`src/logic/debug_pkg.sv`:
```
package debug_pkg;

    //////////////////////////////////////////////////
    // widths
    //////////////////////////////////////////////////

    localparam int BYTE_W         = 8;       // one uart byte
    localparam int WORD_W         = 32;      // one instruction
    localparam int ADDR_W         = 11;      // instruction memory depth 2k
    localparam int BYTES_PER_WORD = 4;
    localparam int BYTE_CNT_W     = $clog2(BYTES_PER_WORD);
    localparam int OPCODE_LSB     = 26;      // opcode sits in the top six bits

    typedef logic [BYTE_W-1:0] byte_t;
    typedef logic [WORD_W-1:0] word_t;
    typedef logic [ADDR_W-1:0] addr_t;

    localparam logic [WORD_W-OPCODE_LSB-1:0] HALT_OPCODE = '1;

    // host command bytes
    localparam byte_t CMD_START      = 8'd1;
    localparam byte_t CMD_CONTINUOUS = 8'd2;
    localparam byte_t CMD_STEP_MODE  = 8'd3;
    localparam byte_t CMD_REPROGRAM  = 8'd5;
    localparam byte_t CMD_STEP       = 8'd6;

    //////////////////////////////////////////////////
    // shared structs
    //////////////////////////////////////////////////

    typedef struct packed {
        logic  valid;                        // high for one cycle per byte
        byte_t data;
    } rx_byte_t;

    typedef struct packed {
        logic  en;
        addr_t addr;
        word_t data;
    } imem_write_t;

    typedef struct packed {
        logic run_en;                        // cpu advances while high
        logic debug_mode;                    // cpu held off, memory being loaded
    } cpu_ctrl_t;

    typedef enum logic [2:0] {
        IDLE        = 3'd0,
        PROGRAMMING = 3'd1,
        WAITING     = 3'd2,
        STEP_MODE   = 3'd3,
        CONTINUOUS  = 3'd4,
        SENDING     = 3'd5
    } dbg_state_t;

endpackage

```
`src/logic/rx_byte_capture.sv`:
```
`timescale 1ns/1ps

module rx_byte_capture
    import debug_pkg::*;
(
    input  logic     clk,
    input  logic     reset,
    input  logic     rx_done_tick,
    input  byte_t    rx_data,
    output rx_byte_t rx_byte
);

    logic tick_q;                            // tick as seen last cycle

    // the uart holds its done tick for several cycles, so only the
    // rising edge counts as a new byte
    always_ff @(posedge clk)
    begin
        tick_q       <= rx_done_tick;
        rx_byte.data <= rx_data;             // stable while tick is high
        if (reset)
        begin
            tick_q        <= 1'b0;
            rx_byte.valid <= 1'b0;
        end
        else
        begin
            rx_byte.valid <= rx_done_tick && !tick_q;
        end
    end

endmodule

```
`src/logic/instr_assembler.sv`:
```
`timescale 1ns/1ps

module instr_assembler
    import debug_pkg::*;
(
    input  logic        clk,
    input  logic        reset,
    input  logic        program_mode,
    input  rx_byte_t    rx_byte,
    output imem_write_t imem,
    output logic        program_done
);

    logic [BYTE_CNT_W-1:0] byte_cnt;         // bytes of the current word so far
    word_t                 word_sr;
    addr_t                 wr_addr;
    logic                  wr_en;
    logic                  last_byte;

    assign last_byte = (byte_cnt == BYTE_CNT_W'(BYTES_PER_WORD - 1));

    //////////////////////////////////////////////////
    // word assembly, lsb first
    //////////////////////////////////////////////////

    always_ff @(posedge clk)
    begin
        if (program_mode && rx_byte.valid)
        begin
            // new byte enters at the top and walks down
            word_sr <= {rx_byte.data, word_sr[WORD_W-1:BYTE_W]};
        end
    end

    // counters restart whenever programming is not active
    always_ff @(posedge clk)
    begin
        if (reset || !program_mode)
        begin
            byte_cnt <= '0;
            wr_addr  <= '0;
            wr_en    <= 1'b0;
        end
        else
        begin
            wr_en <= 1'b0;
            if (rx_byte.valid)
            begin
                if (last_byte)
                begin
                    byte_cnt <= '0;
                    wr_en    <= 1'b1;        // full word ready next cycle
                end
                else
                begin
                    byte_cnt <= byte_cnt + 1'b1;
                end
            end
            if (wr_en)
                wr_addr <= wr_addr + 1'b1;   // step after each write
        end
    end

    // word_sr holds still during the write, next byte is at least two cycles off
    assign imem = '{en: wr_en, addr: wr_addr, data: word_sr};

    assign program_done = wr_en && (word_sr[WORD_W-1:OPCODE_LSB] == HALT_OPCODE);

endmodule

```
`src/logic/debug_controller.sv`:
```
`timescale 1ns/1ps

module debug_controller
    import debug_pkg::*;
(
    input  logic      clk,
    input  logic      reset,
    input  rx_byte_t  rx_byte,
    input  logic      program_done,
    input  logic      halt,
    input  logic      reply_done,
    output logic      program_mode,
    output cpu_ctrl_t cpu_ctrl,
    output logic      reply_req
);

    dbg_state_t state;
    dbg_state_t state_next;
    logic       step_run;                    // single enabled cycle in step mode
    logic       from_step;                   // where to go back after a reply

    //////////////////////////////////////////////////
    // next state
    //////////////////////////////////////////////////

    always_comb
    begin
        state_next = state;
        case (state)
            IDLE:
            begin
                if (rx_byte.valid && rx_byte.data == CMD_START)
                    state_next = PROGRAMMING;
            end
            PROGRAMMING:
            begin
                if (program_done)            // halt word just written
                    state_next = WAITING;
            end
            WAITING:
            begin
                if (rx_byte.valid)
                begin
                    case (rx_byte.data)
                        CMD_CONTINUOUS: state_next = CONTINUOUS;
                        CMD_STEP_MODE:  state_next = STEP_MODE;
                        default:        state_next = IDLE;   // reprogram or unknown byte
                    endcase
                end
            end
            STEP_MODE:
            begin
                if (rx_byte.valid && rx_byte.data == CMD_STEP)
                    state_next = SENDING;
                else if (rx_byte.valid && rx_byte.data == CMD_REPROGRAM)
                    state_next = IDLE;
            end
            CONTINUOUS:
            begin
                if (halt)
                    state_next = SENDING;
            end
            SENDING:
            begin
                if (reply_done)
                    state_next = from_step ? STEP_MODE : WAITING;
            end
            default:
                state_next = IDLE;
        endcase
    end

    always_ff @(posedge clk)
    begin
        if (reset)
        begin
            state     <= IDLE;
            step_run  <= 1'b0;
            reply_req <= 1'b0;
            from_step <= 1'b0;
        end
        else
        begin
            state     <= state_next;
            step_run  <= (state == STEP_MODE) && (state_next == SENDING);
            // step reply waits for the run cycle so status is up to date
            reply_req <= ((state == CONTINUOUS) && halt) || step_run;
            if (state == STEP_MODE)
                from_step <= 1'b1;
            else if (state == CONTINUOUS)
                from_step <= 1'b0;
        end
    end

    assign program_mode        = (state == PROGRAMMING);
    assign cpu_ctrl.debug_mode = program_mode;
    assign cpu_ctrl.run_en     = (state == CONTINUOUS) || step_run;

endmodule

```
`src/logic/reply_sender.sv`:
```
`timescale 1ns/1ps

module reply_sender
    import debug_pkg::*;
(
    input  logic  clk,
    input  logic  reset,
    input  logic  reply_req,
    input  byte_t cpu_status,
    input  logic  tx_done_tick,
    output logic  tx_start,
    output byte_t tx_data,
    output logic  reply_done
);

    logic done_q;                            // tx tick delayed one cycle
    logic done_rise;

    assign done_rise = tx_done_tick && !done_q;

    always_ff @(posedge clk)
    begin
        if (reply_req)
            tx_data <= cpu_status;           // held for the whole transfer
    end

    //////////////////////////////////////////////////
    // transmit handshake
    //////////////////////////////////////////////////

    always_ff @(posedge clk)
    begin
        if (reset)
        begin
            done_q     <= 1'b0;
            tx_start   <= 1'b0;
            reply_done <= 1'b0;
        end
        else
        begin
            done_q     <= tx_done_tick;
            reply_done <= 1'b0;
            if (reply_req)
            begin
                tx_start <= 1'b1;
            end
            else if (tx_start && done_rise)
            begin
                tx_start   <= 1'b0;          // uart has the byte
                reply_done <= 1'b1;
            end
        end
    end

endmodule

```
`src/logic/debug_unit.sv`:
```
`timescale 1ns/1ps

module debug_unit
    import debug_pkg::*;
(
    input  logic        clk,
    input  logic        reset,
    input  logic        rx_done_tick,
    input  byte_t       rx_data,
    input  logic        tx_done_tick,
    input  logic        halt,                // cpu reached its halt word
    input  byte_t       cpu_status,
    output logic        tx_start,
    output byte_t       tx_data,
    output imem_write_t imem,
    output cpu_ctrl_t   cpu_ctrl
);

    rx_byte_t rx_byte;
    logic     program_mode;
    logic     program_done;
    logic     reply_req;
    logic     reply_done;

    rx_byte_capture i_rx_byte_capture (
        .clk          (clk),
        .reset        (reset),
        .rx_done_tick (rx_done_tick),
        .rx_data      (rx_data),
        .rx_byte      (rx_byte)
    );

    instr_assembler i_instr_assembler (
        .clk          (clk),
        .reset        (reset),
        .program_mode (program_mode),
        .rx_byte      (rx_byte),
        .imem         (imem),
        .program_done (program_done)
    );

    debug_controller i_debug_controller (
        .clk          (clk),
        .reset        (reset),
        .rx_byte      (rx_byte),
        .program_done (program_done),
        .halt         (halt),
        .reply_done   (reply_done),
        .program_mode (program_mode),
        .cpu_ctrl     (cpu_ctrl),
        .reply_req    (reply_req)
    );

    reply_sender i_reply_sender (
        .clk          (clk),
        .reset        (reset),
        .reply_req    (reply_req),
        .cpu_status   (cpu_status),
        .tx_done_tick (tx_done_tick),
        .tx_start     (tx_start),
        .tx_data      (tx_data),
        .reply_done   (reply_done)
    );

endmodule

```
`config.mk`:
```
export PLATFORM = sky130hd
export DESIGN_NAME = debug_unit
export DESIGN_NICKNAME = d
export VERILOG_FILES = /design/src/logic/debug_pkg.sv /design/src/logic/rx_byte_capture.sv /design/src/logic/instr_assembler.sv /design/src/logic/debug_controller.sv /design/src/logic/reply_sender.sv /design/src/logic/debug_unit.sv
export SDC_FILE = /design/constraint.sdc
export NUM_CORES = 1
export LEC_CHECK = 0
export BUFFER_PORTS_ARGS = -buffer_cell sky130_fd_sc_hd__buf_2
export CAP_MARGIN = 10
export CORE_MARGIN = 2
export CORE_UTILIZATION = 54
export CTS_CLUSTER_SIZE = 40
export DETAILED_ROUTE_END_ITERATION = 6
export PLACE_DENSITY = 0.86
export SETUP_SLACK_MARGIN = 0.15
export SYNTH_ARGS = -nofsm -noshare
export SYNTH_HDL_FRONTEND = slang
export SYNTH_HIERARCHICAL = 1
export SYNTH_SLANG_ARGS = --single-unit
```
`constraint.sdc`:
```
create_clock -name clk -period 3.3 [get_ports clk]
set_input_delay 0.66 -clock clk [delete_from_list [all_inputs] [get_ports clk]]
set_output_delay 0.66 -clock clk [all_outputs]
set_load 0.01 [all_outputs]
```
Word level (Yosys, flattened, before mapping)
Index checks and enable logic that the tools add are counted.
{"block": "word_totals", "reg_bits": 73, "latch_bits": 0, "ram_bits": 0, "rom_bits": 0, "input_bits": 21, "out_inout_bits": 55, "wordCells": 69, "mem_count": 0}
{"block": "op_classes", "addsub": 2, "n_mul": 0, "div_mod_pow": 0, "magnitude_cmp": 0, "eq_ne": 13, "n_shift": 0, "mux": 17, "n_bitwise": 1, "n_reduce_logical": 21}
{"op": "2-to-1 mux 3 bit", "count": 7}
{"op": "one-hot mux 3 bit (6 select lines)", "count": 1}
{"op": "equality test 8 x 2 -> 1 bit, second input constant", "count": 2}
{"op": "equality test 8 x 3 -> 1 bit, second input constant", "count": 2}
{"op": "adder 11 x 1 -> 11 bit, second input constant", "count": 1}
{"op": "logical AND 1 bit", "count": 10}
{"op": "equality test 3 bit, second input constant", "count": 3}
{"op": "equality test 8 x 1 -> 1 bit, second input constant", "count": 1}
{"op": "2-to-1 mux 1 bit", "count": 7}
{"op": "equality test 3 x 2 -> 1 bit, second input constant", "count": 2}
{"op": "equality test 6 bit, second input constant", "count": 1}
{"op": "one-hot mux 3 bit (2 select lines)", "count": 1}
{"op": "nonzero test 2 bit", "count": 2}
{"op": "OR reduction 2 bit", "count": 2}
{"op": "equality test 3 x 1 -> 1 bit, second input constant", "count": 1}
{"op": "zero test 1 bit", "count": 3}
{"op": "zero test 3 bit", "count": 1}
{"op": "logical OR 1 bit", "count": 3}
{"op": "adder 2 x 1 -> 2 bit, second input constant", "count": 1}
{"op": "equality test 2 bit, second input constant", "count": 1}
{"op": "2-to-1 mux 2 bit", "count": 1}
{"op": "inverter 1 bit", "count": 1}

Longest topological paths before layout
{"block": "depth", "word_depth": 7, "ltp_mapped": 7, "mapped_depth_nobuf": 6}

Modules after synthesis
Netlist, hierarchy kept.
{"module": "instr_assembler", "instances": 1, "cells_each": 104, "area_per_inst_um2": 1627.8, "seq_area_each_um2": 1241.2}
{"module": "debug_controller", "instances": 1, "cells_each": 56, "area_per_inst_um2": 437.9, "seq_area_each_um2": 120.1}
{"module": "reply_sender", "instances": 1, "cells_each": 16, "area_per_inst_um2": 335.3, "seq_area_each_um2": 300.3}
{"module": "rx_byte_capture", "instances": 1, "cells_each": 12, "area_per_inst_um2": 219.0, "seq_area_each_um2": 200.2}

Least setup slack after synthesis
Ideal clock, no wire load.
{"block": "synth_path", "path_type": "reg2reg", "startpoint": "reg i_debug_controller.state[0]", "endpoint": "reg i_instr_assembler.word_sr[0] (enable)", "setup_time_ps": 392, "arrival_ps": 1679, "required_ps": 2908, "setup_slack_ps": 1229, "path_stages_with_launch": 4, "path_buffers": 1, "synth_period_minus_slack_ps": 2071, "path_cell_list": "dfxtp_1 -> buf_6 -> nor3b_1 -> and2_1"}
{"block": "synth_between", "elab_chain_cells": 2}
{"item": "start, declared", "line_no": "debug_controller.sv:17", "rtl": "dbg_state_t state;"}
{"item": "start signal, assigned", "line_no": "debug_controller.sv:84", "rtl": "state <= state_next;"}
{"item": "equality test 3 x 1 -> 1 bit", "line_no": "debug_controller.sv:95", "rtl": "assign program_mode = (state == PROGRAMMING);"}
{"item": "named net program_mode", "line_no": "debug_unit.sv:20", "rtl": "logic program_mode;"}
{"item": "logical AND 1 bit", "line_no": "instr_assembler.sv:28", "rtl": "if (program_mode && rx_byte.valid)"}
{"item": "end signal, assigned", "line_no": "instr_assembler.sv:31", "rtl": "word_sr <= {rx_byte.data, word_sr[WORD_W-1:BYTE_W]};"}
{"item": "end, declared", "line_no": "instr_assembler.sv:15", "rtl": "word_t word_sr;"}
The timed path passes the listed nets, and every way through them passes these cells.
A chain may end at the register's enable or synchronous reset.

==> flow_summary.toml <==
[pwr]
combPwrFrac = 0.014
powerDensity_nw_per_um2 = 522
p_leak_nw = 1.25
intPower_mw = 1.36
seqPwrFrac = 0.573
finalPower_mw = 1.69
ir_drop_uv = 283
pwr-share-clk = 0.412
switching_share = 0.192
netSwitchingPower_uw = 323

[placed_design]
numPortBuffers = 75
dpl_cell_area_um2 = 3020
hpwl_um = 3190
place_congestion = 0.810
placed_cells_incl_taps = 312

[clock_tree]
ctsHtreeMaxLevel = 3
clock_latency_ns = 0.34
cts_tree = "yes"
ctsResizeCount = 0
post_cts_buffers = 0
clock_sinks = 73
cts_made_buffers = 9
cts_root_buffer = "clkbuf_8"
clockBufferDepth = 2
cts_hold_buf = 0
clk_pin_slew_ns = 0.07

[hold_path]
hold_class = "reg -> reg"

[detailed_routing]
vias = 1711
routedWlPerCell_um = 14.0
drt_iter0_drc = 136
drtPass1Iterations = 4
vias_per_cell = 5.22
totalWireLength_um = 4590
drc = 0
postRouteAntennaNets = 0

[timing]
rsz0062_at_grt = "no"
hold_viol_final = 0
relSlewSlack = 0.695
slew_viol_final = 0
timing.final.crit_share = 0.679
finalSetupTns_ns = 0
fin_skew_ns = 0.00515
fmax_mhz = 447
timing.hold.ws_ns = 0.412
min_period_ns = 2.24
setup_viol = 0
tightest_slew_ns = 0.457

[finish]
antennaDiodeCount = 0
final_cell_area_um2 = 3230
drive_gt1_frac = 0.365
layout.nets = 292
instances_no_fill = 328
area_delta_synth_final_pct = 23.3

[global_route]
grt_pass1_vias = 1489
antenna_found_initial = 0
grt_pass1_wl_um = 6950
overflow = 0
grt_max_degree = 33
grt_use_total = 0.179

[synth]
synth_nets = 211
syn-mean-instance-area_um2 = 13.9
syn_area_um2 = 2620
synthArstFlopShare = 0
synth_cell_types = 49
yosys_register_bits = 73
synth_top_area_share = 0.458
syn_inst = 188
synth-edff-count = 40
synthFlopType = "edfxtp_1"
seq_area_frac_synth = 0.711
yosys.area.top_type = "edfxtp_1"
yosys_warnings = 6
ys_top_cells_by_area = "edfxtp_1, dfxtp_1, nor2_1, nand2_1, xor2_1"

[worst_setup_path]
rrSetupSlack_ns = 1.39
crit_fanout = 14
setup.worst_path.end_class = "primary output"
cp.arrival_ns = 1.58
critPathRequiredTime_ns = 2.64
critPathKind = "reg -> out"
worst_setup_path_start_kind = "register"

[outcome]
outcome = "finished clean"

[floorplanning]
core-area_um2 = 4690
die_w_um = 73.7
num_rows = 25
initial_utilization = 0.558
dieArea_um2 = 5430
fp.dieH_um = 73.7
ios = 76

[job]
max-cap-violations = 0
[synthesized netlist by cell type (3+ instances only)]
cell	count
mux2i_1	4
edfxtp_1	40
a21oi_1	7
o31ai_1	3
nor2b_1	3
dfxtp_1	33
xor2_1	5
nand4_1	5
or4_1	5
inv_1	4
nand2b_1	3
nor2_1	17
nand2_1	14
[per-layer routing]
metal / vias to the layer above / GRT usage / routed length, um
met5: - / 0 / 0
li1: 856 / - / -
met3: 7 / 0.0713 / 286
met2: 65 / 0.270 / 2310
met4: 0 / 0.0970 / 95
met1: 783 / 0.220 / 1900
[placed cells by master (no fill, tap or decap), types with 5 or more instances in the layout]
cell type,Yosys,final
a21oi_1,7,7
xor2_1,5,5
nand2_1,14,14
nand4_1,5,5
buf_2,1,75
edfxtp_1,40,40
clkbuf_8,0,11
or4_1,5,5
nor2_1,17,17
dfxtp_1,33,33
[critical path, cell delays in order (launching register included)]
cell and delay, ns:
dfxtp_1 0.59, nor3b_1 0.43, buf_2 0.22
[final timing paths]
check | from | end | cells past startpoint
worst max-delay path | i_debug_controller/state[0]$_SDFF_PP0_ | cpu_ctrl[0] | 2
worst min-delay path | i_rx_byte_capture/tick_q$_SDFF_PP0_ | i_rx_byte_capture/rx_byte[8]$_SDFF_PP0_ | 1
worst max register to register | i_debug_controller/state[0]$_SDFF_PP0_ | i_instr_assembler/word_sr[0]$_DFFE_PP_ | 3
worst min register to register | i_rx_byte_capture/tick_q$_SDFF_PP0_ | i_rx_byte_capture/rx_byte[8]$_SDFF_PP0_ | 1
[kinds of logic (layout without fill, tap and decap cells)]
| family | after synthesis | count (layout) | synth area share |
|---|---|---|---|
| multiplexers | 4 | 4 | 0.0153 |
| buffers and inverters | 11 | 97 | 0.0248 |
| AND/OR/NAND/NOR | 66 | 66 | 0.153 |
| flip-flops | 73 | 73 | 0.711 |
| AO/OA/AOI/OAI | 26 | 26 | 0.0669 |
| XOR/XNOR | 6 | 6 | 0.0201 |
| adder cells (fa/ha/maj) | 2 | 2 | 0.00955 |
[sequential cells by signal, indices dropped and copies added, names as in the netlist, 2 cells and up]
name	flops
i_debug_controller/state	3
i_reply_sender/tx_data	8
i_rx_byte_capture/rx_byte	9
i_instr_assembler/word_sr	32
i_instr_assembler/wr_addr	11
i_instr_assembler/byte_cnt	2
[cell type report]
| cell class | instances | area, um^2 |
|---|---|---|
| fillers | 325 | 1460 |
| flip-flops and latches | 73 | 1860 |
| clock buffers | 12 | 155 |
| multi-input cells | 104 | 693 |
| repair buffers | 76 | 383 |
| well taps | 54 | 67.6 |
| inverters | 5 | 18.8 |
| clock inverters | 4 | 51.3 |
[power groups by stage]
stage	Sequential (mW)	Combinational (mW)	Clock, mW
2_1_floorplan	0.985	0.00896	0
3_3_place_gp	0.986	0.0235	0
3_5_place_dp	0.987	0.0240	0
4_1_cts	0.967	0.0246	0.713
5_1_grt	0.968	0.0268	0.746
6_report	0.967	0.0243	0.696
[stage by stage]
stage / setup WS, ns / utilization
detailed placement: 1.41 / 0.645
global route: 0.946 / 0.689
floorplan: 1.23 / -
finish: 1.06 / 0.689
CTS: 1.03 / 0.689
global placement: 1.47 / 0.645
Note: power is estimated with default switching activity, not from simulation.
